<file path="src/design/uart_mon_pkg.sv">
package uart_mon_pkg;

  // ----------------------------------------------------------
  // Serial bit timing
  // ----------------------------------------------------------
  // Clock cycles per serial bit
  localparam int BIT_TICKS  = 87;
  // Start bit is checked again at this point
  localparam int HALF_TICKS = BIT_TICKS / 2;
  localparam int DATA_BITS  = 8;
  localparam int TICK_W     = $clog2(BIT_TICKS);
  localparam int BIT_IDX_W  = $clog2(DATA_BITS);

  // ----------------------------------------------------------
  // Byte queue
  // ----------------------------------------------------------
  localparam int QUEUE_DEPTH = 4;
  localparam int PTR_W       = $clog2(QUEUE_DEPTH);

  // ----------------------------------------------------------
  // Register block
  // ----------------------------------------------------------
  localparam int ADDR_W   = 4;
  localparam int DATA_W   = 32;
  localparam int STRB_W   = DATA_W / 8;
  localparam int ERRCNT_W = 16;

  // Bit 0 enables reception
  localparam logic [ADDR_W-1:0] CTRL_OFF   = 4'h0;
  // Bit 0 data available, bit 1 sticky overflow
  localparam logic [ADDR_W-1:0] STATUS_OFF = 4'h4;
  // Read pops the queue; bit 8 is the frame error
  localparam logic [ADDR_W-1:0] RXDATA_OFF = 4'h8;
  localparam logic [ADDR_W-1:0] ERRCNT_OFF = 4'hC;

  typedef enum logic [1:0] {
    RESP_OKAY   = 2'b00,
    RESP_SLVERR = 2'b10
  } axi_resp_e;

  typedef enum logic [1:0] {
    RX_IDLE,
    RX_START,
    RX_DATA,
    RX_STOP
  } rx_state_e;

endpackage

</file>
<file path="src/design/rx_byte_if.sv">
interface rx_byte_if import uart_mon_pkg::*; ();

  // One-cycle pulse offering a received byte
  logic                 valid;
  logic [DATA_BITS-1:0] data;
  // Stop bit was sampled low
  logic                 frame_err;
  // Queue cannot take another byte
  logic                 full;

  modport sampler (
    output valid,
    output data,
    output frame_err,
    input  full
  );

  modport queue (
    input  valid,
    input  data,
    input  frame_err,
    output full
  );

endinterface

</file>
<file path="src/design/axil_rx_regs.sv">
module axil_rx_regs import uart_mon_pkg::*; (
  input  logic              clk,
  input  logic              rst_n,
  // Write address and data
  input  logic [ADDR_W-1:0] awaddr,
  input  logic              awvalid,
  output logic              awready,
  input  logic [DATA_W-1:0] wdata,
  input  logic [STRB_W-1:0] wstrb,
  input  logic              wvalid,
  output logic              wready,
  // Write response
  output axi_resp_e         bresp,
  output logic              bvalid,
  input  logic              bready,
  // Read address
  input  logic [ADDR_W-1:0] araddr,
  input  logic              arvalid,
  output logic              arready,
  // Read data
  output logic [DATA_W-1:0] rdata,
  output axi_resp_e         rresp,
  output logic              rvalid,
  input  logic              rready,
  // Queue and sampler side
  input  logic [DATA_BITS:0] head,
  input  logic              not_empty,
  input  logic              overflow,
  input  logic              frame_err_seen,
  output logic              pop,
  output logic              rx_enable
);

  logic                wr_accept;
  logic                rd_accept;
  logic                ctrl_wr;
  logic                errcnt_wr;
  axi_resp_e           wr_resp;
  axi_resp_e           rd_resp;
  logic [DATA_W-1:0]   rd_data;
  logic                ovf_flag;
  logic [ERRCNT_W-1:0] errcnt;

  // ----------------------------------------------------------
  // Handshakes
  // ----------------------------------------------------------
  // Address and data are taken together, one write in flight
  assign wr_accept = awvalid & wvalid & ~bvalid;
  assign awready   = wr_accept;
  assign wready    = wr_accept;

  assign arready   = ~rvalid;
  assign rd_accept = arvalid & arready;

  assign ctrl_wr   = wr_accept && (awaddr == CTRL_OFF);
  assign errcnt_wr = wr_accept && (awaddr == ERRCNT_OFF);

  // Empty queue reads return zero and leave the pointers alone
  assign pop = rd_accept && (araddr == RXDATA_OFF) && not_empty;

  // ----------------------------------------------------------
  // Address decode
  // ----------------------------------------------------------
  always_comb begin
    case (awaddr)
      CTRL_OFF, ERRCNT_OFF: wr_resp = RESP_OKAY;
      default:              wr_resp = RESP_SLVERR;
    endcase
  end

  always_comb begin
    rd_data = '0;
    rd_resp = RESP_OKAY;
    case (araddr)
      CTRL_OFF:   rd_data = {{(DATA_W-1){1'b0}}, rx_enable};
      STATUS_OFF: rd_data = {{(DATA_W-2){1'b0}}, ovf_flag, not_empty};
      RXDATA_OFF: begin
        if (not_empty) begin
          rd_data = {{(DATA_W-DATA_BITS-1){1'b0}}, head};
        end
      end
      ERRCNT_OFF: rd_data = {{(DATA_W-ERRCNT_W){1'b0}}, errcnt};
      default:    rd_resp = RESP_SLVERR;
    endcase
  end

  // ----------------------------------------------------------
  // Registers and response state
  // ----------------------------------------------------------
  always_ff @(posedge clk or negedge rst_n) begin
    if (!rst_n) begin
      bvalid    <= 1'b0;
      rvalid    <= 1'b0;
      rx_enable <= 1'b0;
      ovf_flag  <= 1'b0;
      errcnt    <= '0;
    end else begin
      if (wr_accept) begin
        bvalid <= 1'b1;
      end else if (bready) begin
        bvalid <= 1'b0;
      end

      if (rd_accept) begin
        rvalid <= 1'b1;
      end else if (rready) begin
        rvalid <= 1'b0;
      end

      if (ctrl_wr && wstrb[0]) begin
        rx_enable <= wdata[0];
      end

      // A new overflow wins over a clearing write in the same cycle
      if (overflow) begin
        ovf_flag <= 1'b1;
      end else if (ctrl_wr) begin
        ovf_flag <= 1'b0;
      end

      // Saturating frame error count
      if (errcnt_wr) begin
        errcnt <= ERRCNT_W'(frame_err_seen);
      end else if (frame_err_seen && errcnt != '1) begin
        errcnt <= errcnt + 1'b1;
      end
    end
  end

  always_ff @(posedge clk) begin
    if (wr_accept) begin
      bresp <= wr_resp;
    end
    if (rd_accept) begin
      rdata <= rd_data;
      rresp <= rd_resp;
    end
  end

endmodule

</file>
<file path="src/design/rx_byte_queue.sv">
module rx_byte_queue import uart_mon_pkg::*; (
  input  logic               clk,
  input  logic               rst_n,
  rx_byte_if.queue           in,
  input  logic               pop,
  output logic [DATA_BITS:0] head,
  output logic               not_empty,
  output logic               overflow
);

  logic [DATA_BITS:0] mem [QUEUE_DEPTH];
  logic [PTR_W-1:0]   wr_ptr;
  logic [PTR_W-1:0]   rd_ptr;
  logic [PTR_W:0]     count;
  logic               push;

  assign in.full   = (count == (PTR_W+1)'(QUEUE_DEPTH));
  assign push      = in.valid & ~in.full;
  assign overflow  = in.valid & in.full;
  assign not_empty = (count != '0);
  assign head      = mem[rd_ptr];

  always_ff @(posedge clk or negedge rst_n) begin
    if (!rst_n) begin
      wr_ptr <= '0;
      rd_ptr <= '0;
      count  <= '0;
    end else begin
      if (push) begin
        wr_ptr <= wr_ptr + 1'b1;
      end
      if (pop) begin
        rd_ptr <= rd_ptr + 1'b1;
      end
      if (push && !pop) begin
        count <= count + 1'b1;
      end else if (pop && !push) begin
        count <= count - 1'b1;
      end
    end
  end

  always_ff @(posedge clk) begin
    if (push) begin
      mem[wr_ptr] <= {in.frame_err, in.data};
    end
  end

endmodule

</file>
<file path="src/design/uart_line_sampler.sv">
module uart_line_sampler import uart_mon_pkg::*; (
  input  logic          clk,
  input  logic          rst_n,
  input  logic          rx,
  input  logic          rx_enable,
  rx_byte_if.sampler    out
);

  // ----------------------------------------------------------
  // Line synchronizer and falling edge detect
  // ----------------------------------------------------------
  // Stages 0 and 1 synchronize, stage 2 holds the previous level
  logic [2:0] rx_pipe;
  logic       rx_s;
  logic       start_edge;

  always_ff @(posedge clk or negedge rst_n) begin
    if (!rst_n) begin
      rx_pipe <= '1;
    end else begin
      rx_pipe <= {rx_pipe[1:0], rx};
    end
  end

  assign rx_s       = rx_pipe[1];
  assign start_edge = rx_pipe[2] & ~rx_s;

  // ----------------------------------------------------------
  // Frame timing FSM
  // ----------------------------------------------------------
  rx_state_e            state;
  logic [TICK_W-1:0]    tick;
  logic [BIT_IDX_W-1:0] bit_idx;
  logic                 bit_centre;
  logic                 half_point;
  logic                 valid_q;
  logic                 frame_err_q;
  logic [DATA_BITS-1:0] shift_q;

  assign bit_centre = (tick == TICK_W'(BIT_TICKS - 1));
  assign half_point = (tick == TICK_W'(HALF_TICKS - 1));

  always_ff @(posedge clk or negedge rst_n) begin
    if (!rst_n) begin
      state       <= RX_IDLE;
      tick        <= '0;
      bit_idx     <= '0;
      valid_q     <= 1'b0;
      frame_err_q <= 1'b0;
    end else begin
      valid_q <= 1'b0;
      case (state)
        RX_IDLE: begin
          tick    <= '0;
          bit_idx <= '0;
          // Start detection only while reception is enabled
          if (rx_enable && start_edge) begin
            state <= RX_START;
          end
        end
        RX_START: begin
          if (half_point) begin
            tick  <= '0;
            // A high line here is a glitch, not a start bit
            state <= rx_s ? RX_IDLE : RX_DATA;
          end else begin
            tick <= tick + 1'b1;
          end
        end
        RX_DATA: begin
          if (bit_centre) begin
            tick    <= '0;
            bit_idx <= bit_idx + 1'b1;
            if (bit_idx == BIT_IDX_W'(DATA_BITS - 1)) begin
              state <= RX_STOP;
            end
          end else begin
            tick <= tick + 1'b1;
          end
        end
        RX_STOP: begin
          if (bit_centre) begin
            tick        <= '0;
            state       <= RX_IDLE;
            valid_q     <= 1'b1;
            frame_err_q <= ~rx_s;
          end else begin
            tick <= tick + 1'b1;
          end
        end
        default: state <= RX_IDLE;
      endcase
    end
  end

  // LSB arrives first, so shift in from the top
  always_ff @(posedge clk) begin
    if (state == RX_DATA && bit_centre) begin
      shift_q <= {rx_s, shift_q[DATA_BITS-1:1]};
    end
  end

  assign out.valid     = valid_q;
  assign out.data      = shift_q;
  assign out.frame_err = frame_err_q;

endmodule

</file>
<file path="src/design/uart_rx_monitor.sv">
module uart_rx_monitor import uart_mon_pkg::*; (
  input  logic              clk,
  input  logic              rst_n,
  // Serial line
  input  logic              rx,
  // AXI4-Lite slave
  input  logic [ADDR_W-1:0] awaddr,
  input  logic              awvalid,
  output logic              awready,
  input  logic [DATA_W-1:0] wdata,
  input  logic [STRB_W-1:0] wstrb,
  input  logic              wvalid,
  output logic              wready,
  output logic [1:0]        bresp,
  output logic              bvalid,
  input  logic              bready,
  input  logic [ADDR_W-1:0] araddr,
  input  logic              arvalid,
  output logic              arready,
  output logic [DATA_W-1:0] rdata,
  output logic [1:0]        rresp,
  output logic              rvalid,
  input  logic              rready
);

  logic               rx_enable;
  logic               pop;
  logic [DATA_BITS:0] head;
  logic               not_empty;
  logic               overflow;
  logic               frame_err_seen;

  rx_byte_if u_byte_if ();

  // Count every offered frame with a bad stop bit, even if dropped
  assign frame_err_seen = u_byte_if.valid & u_byte_if.frame_err;

  uart_line_sampler u_sampler (
    .clk       (clk),
    .rst_n     (rst_n),
    .rx        (rx),
    .rx_enable (rx_enable),
    .out       (u_byte_if.sampler)
  );

  rx_byte_queue u_queue (
    .clk       (clk),
    .rst_n     (rst_n),
    .in        (u_byte_if.queue),
    .pop       (pop),
    .head      (head),
    .not_empty (not_empty),
    .overflow  (overflow)
  );

  axil_rx_regs u_regs (
    .clk            (clk),
    .rst_n          (rst_n),
    .awaddr         (awaddr),
    .awvalid        (awvalid),
    .awready        (awready),
    .wdata          (wdata),
    .wstrb          (wstrb),
    .wvalid         (wvalid),
    .wready         (wready),
    .bresp          (bresp),
    .bvalid         (bvalid),
    .bready         (bready),
    .araddr         (araddr),
    .arvalid        (arvalid),
    .arready        (arready),
    .rdata          (rdata),
    .rresp          (rresp),
    .rvalid         (rvalid),
    .rready         (rready),
    .head           (head),
    .not_empty      (not_empty),
    .overflow       (overflow),
    .frame_err_seen (frame_err_seen),
    .pop            (pop),
    .rx_enable      (rx_enable)
  );

endmodule

</file>
<file path="config.mk">
export PLATFORM = sky130hd
export DESIGN_NAME = uart_rx_monitor
export DESIGN_NICKNAME = d
export VERILOG_FILES = /design/src/design/uart_mon_pkg.sv /design/src/design/rx_byte_if.sv /design/src/design/axil_rx_regs.sv /design/src/design/rx_byte_queue.sv /design/src/design/uart_line_sampler.sv /design/src/design/uart_rx_monitor.sv
export SDC_FILE = /design/constraint.sdc
export NUM_CORES = 1
export LEC_CHECK = 0
export ABC_AREA = 1
export CAP_MARGIN = 20
export CORE_ASPECT_RATIO = 0.9
export CORE_MARGIN = 1.5
export CORE_UTILIZATION = 65
export DETAILED_ROUTE_END_ITERATION = 10
export DONT_BUFFER_PORTS = 1
export PLACE_DENSITY = 0.81
export SLEW_MARGIN = 20
export SYNTH_ARGS = -nofsm -noshare
export SYNTH_HDL_FRONTEND = slang
export SYNTH_SLANG_ARGS = --single-unit
export TNS_END_PERCENT = 30
</file>
<file path="constraint.sdc">
create_clock -name clk -period 4.95 [get_ports clk]
set_input_delay 0.7425 -clock clk [delete_from_list [all_inputs] [get_ports clk]]
set_output_delay 0.7425 -clock clk [all_outputs]
set_load 0.02 [all_outputs]
</file>
==> results.json, run 1 <==
{
  "status": "complete, no violations",
  "r2r-start": "u_regs.rvalid$_DFFE_PN0P_",
  "ir_worst_vdd_v": 0.000266,
  "required_ns": 5.20,
  "cts-root-buf": "clkbuf_8",
  "insertion_delay_ns": 0.36,
  "worst_path_most_repeated_cell": "inv_1",
  "drt-total-wl_mm": 9.22,
  "cts_setup_buffers": 0,
  "drtIter0Drc": 220,
  "finalMaxSlewViolations": 0,
  "stdcell_area_um2": 5110,
  "slew_headroom": 0.334,
  "mostFrequentLayoutCell": "nand2_1",
  "p_sw_w": 0.000596,
  "maxCapViolCount": 0,
  "reg2regPathDepth": 8,
  "cp-end-kind": "flop",
  "vias_per_cell": 5.63,
  "fin_setup_tns_ns": 0,
  "place_congestion": 0.842,
  "setup_viol": 0,
  "p_per_area_nw_per_um2": 377,
  "seq_power_share": 0.575,
  "synth_seq_cells": 106,
  "grt_pass1_vias": 3305,
  "ant_nets": 0,
  "rsz0062_at_grt": "false",
  "power_frac_comb": 0.160,
  "path_delay_family": "buffers and inverters",
  "syn_inst": 493,
  "htreeDepth": 3,
  "cts.hold.buffers_added": 0,
  "clk_pin_slew_worst_paths_ns": 0.10,
  "worstPathMaxFanout": 19,
  "diodes": 0,
  "ys_seq_area_frac": 0.601,
  "skew_ns": 0.0104,
  "start_kind": "flop",
  "mappedNetlistArea_um2": 4930,
  "fillerInstances": 510,
  "p_int_w": 0.00133,
  "grt_pass1_wl_mm": 15.4,
  "drc": 0,
  "dieArea_um2": 8120,
  "avgSynthCellArea_um2": 10.0,
  "r2r-end": "u_queue.count[1]$_DFFE_PN0P_",
  "worstMarginPinSlew_ns": 0.996,
  "p_leak_nw": 2.13,
  "core-area_um2": 7180,
  "nNetsFinal": 557,
  "critPathArrivalTime_ns": 2.97,
  "power_frac_clock": 0.265,
  "r2r_slack_ns": 2.23,
  "wire_per_inst_um": 15.6,
  "die_h_um": 85.6,
  "ys.flop_type": "edfxtp_1",
  "hpwl_mm": 6.32,
  "synth_edf_count": 62,
  "cts_buffers": 9,
  "fmax_mhz": 368,
  "rows": 29,
  "yosys_warnings": 0,
  "vias": 3335,
  "ioPinCount": 93,
  "worstSetupPathType": "flop to flop",
  "grt_max_degree": 45,
  "crit_chain": "inv_1, nand2_1, inv_1, nand2_2, ha_1, inv_1, fa_1, mux2_2",
  "swShare": 0.309,
  "placed_area_um2": 4920,
  "clockBufferDepth": 2,
  "ys_async_sr_fraction": 0.415,
  "numClockSinks": 106,
  "slowest_delay_ns": 0.61,
  "fp.dieW_um": 94.8,
  "antenna_found_initial": 0,
  "grt_overflow_total": 0,
  "yosysUniqueCellTypes": 38,
  "hold_violations": 0,
  "critPathSlowestCell": "inv_1",
  "drive_gt1_frac": 0.0802,
  "cts-resized-gates": 0,
  "cp.buffers_inverters": 3,
  "min_period_ns": 2.72,
  "grt_util_all_layers": 0.251,
  "final_cell_mix": "111 x nand2_1, 62 x edfxtp_1, 59 x nor2_1",
  "numPortBuffers": 0,
  "hold_path_class": "input port to async pin",
  "cts_tree": "yes",
  "area_growth_pct": 3.68,
  "fin_crit_sh": 0.550,
  "start_util": 0.687,
  "firstDrtPassIters": 5
}
==> state kept, by name (all words and copies together), names as in the netlist, named ones only <==
name                     count
u_queue.wr_ptr               2
u_regs.rresp                 1
u_queue.count                3
u_sampler.out.valid          1
u_sampler.bit_idx            3
u_sampler.rx_pipe            3
u_sampler.tick               7
u_queue.mem                 36
u_sampler.out.frame_err      1
u_regs.errcnt               16
u_sampler.state              1
u_sampler.out.data           8
u_queue.rd_ptr               2
u_regs.bvalid                1
u_regs.rdata                16
u_regs.rvalid                1
u_regs.ovf_flag              1
u_regs.rx_enable             1
u_regs.bresp                 1
==> cells in the mapped netlist, types with 3 or more instances <==
master | n | area (um^2)
inv_1 | 45 | 169
nor3_1 | 5 | 25.0
o21ai_0 | 19 | 95.1
a21oi_1 | 6 | 30.0
nand4_1 | 12 | 75.1
ha_1 | 10 | 125
nand3_1 | 42 | 210
edfxtp_1 | 62 | 1860
nor2_1 | 59 | 221
dfstp_2 | 3 | 78.8
nand2_2 | 5 | 31.3
nor2_2 | 3 | 18.8
buf_2 | 4 | 20.0
buf_4 | 20 | 150
nor2_4 | 5 | 56.3
o21ai_1 | 5 | 25.0
dfrtp_1 | 41 | 1030
xor2_1 | 10 | 87.6
nand2_1 | 111 | 417
==> per-stage QoR <==
step | hold slack [ns] | total power (W) | util | instances | setup WS (ns)
2_1_floorplan | 0.345 | 0.00136 | - | 510 | 2.57
3_3_place_gp | 0.346 | 0.00141 | 0.685 | 576 | 2.04
3_5_place_dp | 0.353 | 0.00143 | 0.685 | 576 | 2.05
4_1_cts | 0.0430 | 0.00193 | 0.712 | 592 | 2.24
5_1_grt | 0.0332 | 0.00203 | 0.712 | 592 | 2.05
6_report | 0.0598 | 0.00193 | 0.712 | 592 | 2.23
==> layout make-up <==
type / instances / area [um^2] / share of cell area
well taps: 93 / 116 / 0.0228
clock inverters: 3 / 18.8 / 0.00367
multi-input cells: 328 / 1660 / 0.324
clock buffers: 13 / 171 / 0.0335
inverters: 49 / 184 / 0.0360
flip-flops and latches: 106 / 2970 / 0.580
==> worst max-delay path by stage <==
stage                                    startpoint                            end  slack [ns]  cells after the start
after floorplan                             arvalid   u_queue.count[1]$_DFFE_PN0P_        2.57                      7
after global placement                      awvalid   u_regs.errcnt[9]$_DFFE_PN0P_        2.04                      7
after detailed placement                    awvalid  u_regs.errcnt[11]$_DFFE_PN0P_        2.05                      7
after CTS                 u_regs.rvalid$_DFFE_PN0P_   u_queue.count[1]$_DFFE_PN0P_        2.24                      8
after global routing      u_regs.bvalid$_DFFE_PN0P_  u_regs.errcnt[10]$_DFFE_PN0P_        2.05                      6
final                     u_regs.rvalid$_DFFE_PN0P_   u_queue.count[1]$_DFFE_PN0P_        2.23                      8
==> cells by family (layout without fill, tap and decap cells) <==
kind of cell,Yosys count,after routing,share of synthesized area
compound gates,39,39,0.0446
mux,1,1,0.00228
xor+xnor,12,12,0.0213
simple gates,247,247,0.225
buf+inv,76,65,0.0756
other cells,1,18,0.000760
fa+ha+maj,11,11,0.0294
flops,106,106,0.601
==> power groups by stage <==
stage	registers [W]	logic, W	clock network [W]
after global placement	0.00112	0.000286	0
after detailed placement	0.00113	0.000301	0
after global routing	0.00112	0.000356	0.000551
after floorplan	0.00108	0.000284	0
final	0.00111	0.000309	0.000510
after CTS	0.00111	0.000306	0.000516
==> routing by layer <==
metal / vias to the layer above / share of wire / track usage
met4: 0 / 0.012 / 0.0801
li1: 1597 / - / -
met1: 1617 / 0.42 / 0.336
met3: 17 / 0.066 / 0.0700
met5: - / 0 / 0
met2: 104 / 0.50 / 0.402
(Power assumes the default switching activity.)
==> run 2, diff against run 1 <==
ABC_AREA = 0   (was 1)
CORE_UTILIZATION = 63   (was 65)
PLACE_DENSITY = 0.79   (was 0.81)
clock period = 2.75 ns   (was 4.95 ns; I/O delays follow)
==> run 2 against run 1 <==
Against the previous run: register-to-register slack lost 1.9 ns; fmax grew 14%; non-clock buffer count grew 8; die area shrank 0.91%; first-iteration DRC count shrank 23%; critical path type unchanged.
==> results.json, run 2 <==
{
  "vias_per_cell": 6.00,
  "grt_overflow_total": 0,
  "synth_top_area_cell": "edfxtp_1",
  "fin_setup_tns_ns": 0,
  "start_kind": "flop",
  "worstSetupPathType": "flop to flop",
  "core-area_um2": 7150,
  "ys_async_sr_fraction": 0.415,
  "rsz0062_at_grt": "false",
  "slew_headroom": 0.409,
  "setup_viol": 0,
  "grt_pass1_vias": 2616,
  "p_leak_nw": 1.84,
  "critPathLaunch": "u_queue.count[1]$_DFFE_PN0P_",
  "mappedNetlistArea_um2": 4740,
  "ys_seq_area_frac": 0.626,
  "yosysUniqueCellTypes": 60,
  "maxCapViolCount": 0,
  "numClockSinks": 106,
  "syn_inst": 347,
  "drive_gt1_frac": 0.148,
  "final_util": 0.697,
  "min_period_ns": 2.39,
  "worstMarginPinSlew_ns": 0.879,
  "drc": 0,
  "critPathCapture": "u_queue.count[2]$_DFFE_PN0P_",
  "fp.dieW_um": 94.4,
  "yosys_warnings": 0,
  "numPortBuffers": 0,
  "hold_path_class": "input port to flop",
  "stdcell_area_um2": 4980,
  "rows": 29,
  "r2r-end": "u_queue.count[2]$_DFFE_PN0P_",
  "vias": 2712,
  "hpwl_mm": 5.48,
  "diodes": 0,
  "r2r-start": "u_queue.count[1]$_DFFE_PN0P_",
  "antenna_found_initial": 0,
  "hold_violations": 0,
  "ir_worst_vdd_v": 0.000403,
  "status": "complete, no violations",
  "clockBufferDepth": 2,
  "fin_crit_sh": 0.869,
  "r2r_slack_ns": 0.36,
  "start_util": 0.663,
  "p_per_area_nw_per_um2": 598,
  "critPathArrivalTime_ns": 2.67,
  "design_power_total_w": 0.00298,
  "die_h_um": 85.3,
  "avgSynthCellArea_um2": 13.6,
  "mostFrequentLayoutCell": "edfxtp_1",
  "reg2regPathDepth": 9,
  "skew_ns": 0.0182,
  "htreeDepth": 3,
  "grt_pass1_wl_mm": 13.1,
  "clk_pin_slew_worst_paths_ns": 0.09,
  "nNetsFinal": 417,
  "wire_per_inst_um": 17.5,
  "synth_area_leaders": "edfxtp_1 39%, dfrtp_1 22%, mux4_2 4.3%",
  "cp-end-kind": "flop",
  "yosysMostFrequentCell": "edfxtp_1",
  "largest_reg_flops": 36,
  "synth.top_cell.area_share": 0.393,
  "ioPinCount": 93,
  "largest-register": "u_queue.mem",
  "cts-resized-gates": 0,
  "hold_path_depth": 0,
  "ys.flop_type": "edfxtp_1",
  "cts_buffers": 9,
  "reg_top3": "u_queue.mem (36), u_regs.errcnt (16), u_regs.rdata (16)",
  "worstPathMaxFanout": 4,
  "drtIter0Drc": 170,
  "cts-root-buf": "clkbuf_8",
  "fmax_mhz": 418,
  "grt_util_all_layers": 0.219,
  "dieArea_um2": 8050,
  "synth_common_cells": "62 x edfxtp_1, 41 x dfrtp_1, 19 x buf_4",
  "synth_seq_cells": 106,
  "insertion_delay_ns": 0.36,
  "ant_nets": 0,
  "area_growth_pct": 5.20,
  "finalMaxSlewViolations": 0,
  "hold_ws_ns": 0.0468,
  "drt-total-wl_mm": 7.91,
  "place_congestion": 0.825,
  "final_cell_mix": "62 x edfxtp_1, 41 x dfrtp_1, 18 x conb_1",
  "required_ns": 3.03,
  "grt_max_degree": 45,
  "firstDrtPassIters": 4,
  "placed_area_um2": 4760,
  "cts_tree": "yes",
  "fillerInstances": 487,
  "synth_edf_count": 62
}
## run 2: timing repair
| action | CTS | global route |
|---|---|---|
| buffers inserted | 0 | 0 |
| hold endpoints to repair | 44 | 0 |
| setup endpoints to repair | 0 | 0 |
| hold buffers | 2 | 0 |
## run 2: through the flow
step,setup WS [ns],std cells
after floorplan,0.0622,364
after global placement,0.458,434
after detailed placement,0.385,434
after CTS,0.357,452
after global routing,0.204,452
final,0.360,452
## run 2: power breakdown
part	leakage (nW)	switching, W	internal (W)
Combinational	0.629	0.000135	0.0000767
Sequential	1.12	0.000128	0.00176
Clock	0.0906	0.000532	0.000346
Total	1.84	0.000795	0.00218
## run 2: layer usage
layer  part of all wire  routed length, um  GRT usage
met3              0.066                524     0.0538
met1               0.42               3360      0.295
met5                  0                  0          0
met4             0.0099                 78     0.0583
met2               0.50               3940      0.359
## run 2: final cells by class
cell class / instances / area, um^2 / area share
clock buffer: 9 / 124 / 0.0249
timing repair buffer: 8 / 82.6 / 0.0166
clock inverter: 7 / 57.6 / 0.0116
multi-input combinational: 218 / 1590 / 0.320
inverter: 11 / 41.3 / 0.00829
sequential: 106 / 2970 / 0.595
tap: 93 / 116 / 0.0234
## run 2: cells by family (layout without fill, tap and decap cells)
family	Yosys count	count (layout)	synth area share
mux	14	14	0.0542
flops	106	106	0.626
xor+xnor	12	12	0.0222
other cells	1	18	0.000792
buf+inv	40	35	0.0510
fa+ha+maj	11	11	0.0306
simple gates	105	105	0.130
compound gates	58	58	0.0851
## run 2: how the worst min path moves through the flow
stage,from,to,slack (ns)
after floorplan,rst_n,async pin,0.12
after global placement,rst_n,u_regs.rvalid$_DFFE_PN0P_,0.12
after detailed placement,rst_n,u_regs.rvalid$_DFFE_PN0P_,0.12
after CTS,rx,u_sampler.rx_pipe[0]$_DFF_PN1_,0.03
after global routing,rx,u_sampler.rx_pipe[0]$_DFF_PN1_,0.02
final,rx,u_sampler.rx_pipe[0]$_DFF_PN1_,0.05
## run 2: critical path, cell delays in order, from the launching register on
cell and delay [ns]:
dfrtp_1 0.44, or3_1 0.45, nor4b_2 0.19, nand2_1 0.13, ha_1 0.20, inv_1 0.07
fa_1 0.38, xor2_1 0.17, nor2_1 0.13, xor2_1 0.16
==> run 3, diff against run 2 <==
CORE_UTILIZATION = 65   (was 63)
PLACE_DENSITY = 0.81   (was 0.79)
clock period = 2.79 ns   (was 2.75 ns; I/O delays follow)
==> run 3 against run 2 <==
Against the previous run: largest cell class unchanged; final cell count unchanged; core utilization up 1.1 points; worst hold slack worse by 0.0041 ns; first-iteration DRC count up 16%; routed wire length down 1.8%; power down 0.84%; fmax up 0.71%; register-to-register slack better by 0.06 ns; sequential power about the same; critical path depth unchanged.
==> results.json, run 3 (synthesis results as in run 2) <==
{
  "status": "complete, no violations",
  "grt_util_all_layers": 0.214,
  "critPathArrivalTime_ns": 2.66,
  "nNetsFinal": 417,
  "fin_setup_tns_ns": 0,
  "firstDrtPassIters": 4,
  "insertion_delay_ns": 0.37,
  "seq_power_share": 0.630,
  "grt_overflow_total": 0,
  "mostFrequentLayoutCell": "edfxtp_1",
  "die_h_um": 84.0,
  "diodes": 0,
  "numPortBuffers": 0,
  "p_sw_w": 0.000797,
  "clockBufferDepth": 2,
  "setup_viol": 0,
  "hold_violations": 0,
  "fin_crit_sh": 0.851,
  "drive_gt1_frac": 0.148,
  "dr_wl_met3_um": 440,
  "grt_pass1_wl_mm": 12.5,
  "dr_wl_met2_mm": 3.87,
  "grt_pass1_vias": 2596,
  "hpwl_mm": 5.36,
  "cts-root-buf": "clkbuf_8",
  "min_period_ns": 2.37,
  "worstSetupPathType": "flop to flop",
  "multiInputGateArea_um2": 1590,
  "critPathLaunch": "u_queue.count[1]$_DFFE_PN0P_",
  "m1WireLength_mm": 3.32,
  "grt_max_degree": 45,
  "hold_ws_ns": 0.0426,
  "min_from": "rx",
  "rsz0062_at_grt": "false",
  "drt-total-wl_mm": 7.77,
  "drtIter0Drc": 197,
  "clk_pin_slew_worst_paths_ns": 0.10,
  "worstPathMaxFanout": 4,
  "r2r-start": "u_queue.count[1]$_DFFE_PN0P_",
  "p_leak_nw": 1.84,
  "required_ns": 3.08,
  "dieArea_um2": 7810,
  "maxCapViolCount": 0,
  "largest_reg_flops": 36,
  "drc": 0,
  "start_kind": "flop",
  "ant_nets": 0,
  "slew_headroom": 0.317,
  "vias_per_cell": 6.04,
  "cts_buffers": 9,
  "reg_top3": "u_queue.mem (36), u_regs.errcnt (16), u_regs.rdata (16)",
  "wire_per_inst_um": 17.2,
  "core-area_um2": 7040,
  "power_frac_clock": 0.300,
  "antenna_found_initial": 0,
  "fmax_mhz": 421,
  "p_int_w": 0.00216,
  "swShare": 0.270,
  "hold_path_class": "input port to flop",
  "fp.dieW_um": 93.0,
  "vias": 2728,
  "p_per_area_nw_per_um2": 592,
  "place_congestion": 0.802,
  "skew_ns": 0.0165,
  "ioPinCount": 93,
  "fillerInstances": 468,
  "htreeDepth": 3,
  "ff_latch_area_um2": 2970,
  "rows": 29,
  "largest-register": "u_queue.mem",
  "cts_tree": "yes",
  "worstMarginPinSlew_ns": 1.01,
  "final_cell_mix": "62 x edfxtp_1, 41 x dfrtp_1, 18 x conb_1",
  "power_frac_comb": 0.070,
  "cp-end-kind": "flop",
  "finalMaxSlewViolations": 0,
  "numClockSinks": 106,
  "area_growth_pct": 5.28,
  "ir_worst_vdd_v": 0.000319,
  "start_util": 0.673,
  "routed.top_layer": "met4"
}
[run 3: layer usage]
metal / vias to the layer above / GRT usage
li1: 1289 / -
met1: 1343 / 0.281
met2: 85 / 0.339
met3: 11 / 0.0592
met4: 0 / 0.0868
met5: - / 0
[run 3: power by group through the flow]
stage | sequential, W | clock (W) | combinational [W]
2_1_floorplan | 0.00186 | 0 | 0.000181
3_3_place_gp | 0.00189 | 0 | 0.000181
3_5_place_dp | 0.00189 | 0 | 0.000189
4_1_cts | 0.00186 | 0.000907 | 0.000209
5_1_grt | 0.00187 | 0.000961 | 0.000235
6_report | 0.00186 | 0.000886 | 0.000207
[run 3: final timing paths]
kind                       slack (ns)                        endpoint  cells after the start
min in group asynchronous        0.54       u_regs.rvalid$_DFFE_PN0P_                      2
setup / recovery                 0.42    u_queue.count[2]$_DFFE_PN0P_                      9
hold reg to reg                  0.36  u_sampler.rx_pipe[1]$_DFF_PN1_                      0
setup reg to reg                 0.42    u_queue.count[2]$_DFFE_PN0P_                      9
hold / removal                   0.04  u_sampler.rx_pipe[0]$_DFF_PN1_                      0
max in group asynchronous        1.96  u_sampler.rx_pipe[0]$_DFF_PN1_                      2
[run 3: metrics by stage]
stage               utilization  worst slack, ns  power, W  instance area (um^2)  std cells
floorplan                     -            0.102   0.00204                  4800        364
global placement          0.677            0.499   0.00207                  4760        434
detailed placement        0.677            0.343   0.00208                  4760        434
CTS                       0.708            0.398   0.00297                  4990        452
global route              0.708            0.290   0.00307                  4990        452
finish                    0.708            0.417   0.00295                  4990        452
[run 3: what timing repair did]
item,CTS,global route
setup buffers,0,0
endpoints found under the setup margin,0,0
endpoints found under the hold margin,44,0
hold buffers,2,0
gates resized for setup,0,0
[run 3: final cells by class]
class	count	area share
multi-input combinational	218	0.320
timing repair buffer	8	0.0166
clock inverter	6	0.0115
sequential	106	0.595
inverter	11	0.00828
clock buffer	10	0.0256
tap	93	0.0233
[run 3: worst max-delay path, cell delays in order (launching register included)]
cell and delay (ns):
dfrtp_1 0.43, or3_1 0.45, nor4b_2 0.20, nand2_1 0.15, ha_1 0.21, inv_1 0.06
fa_1 0.37, xor2_1 0.17, nor2_1 0.11, xor2_1 0.16
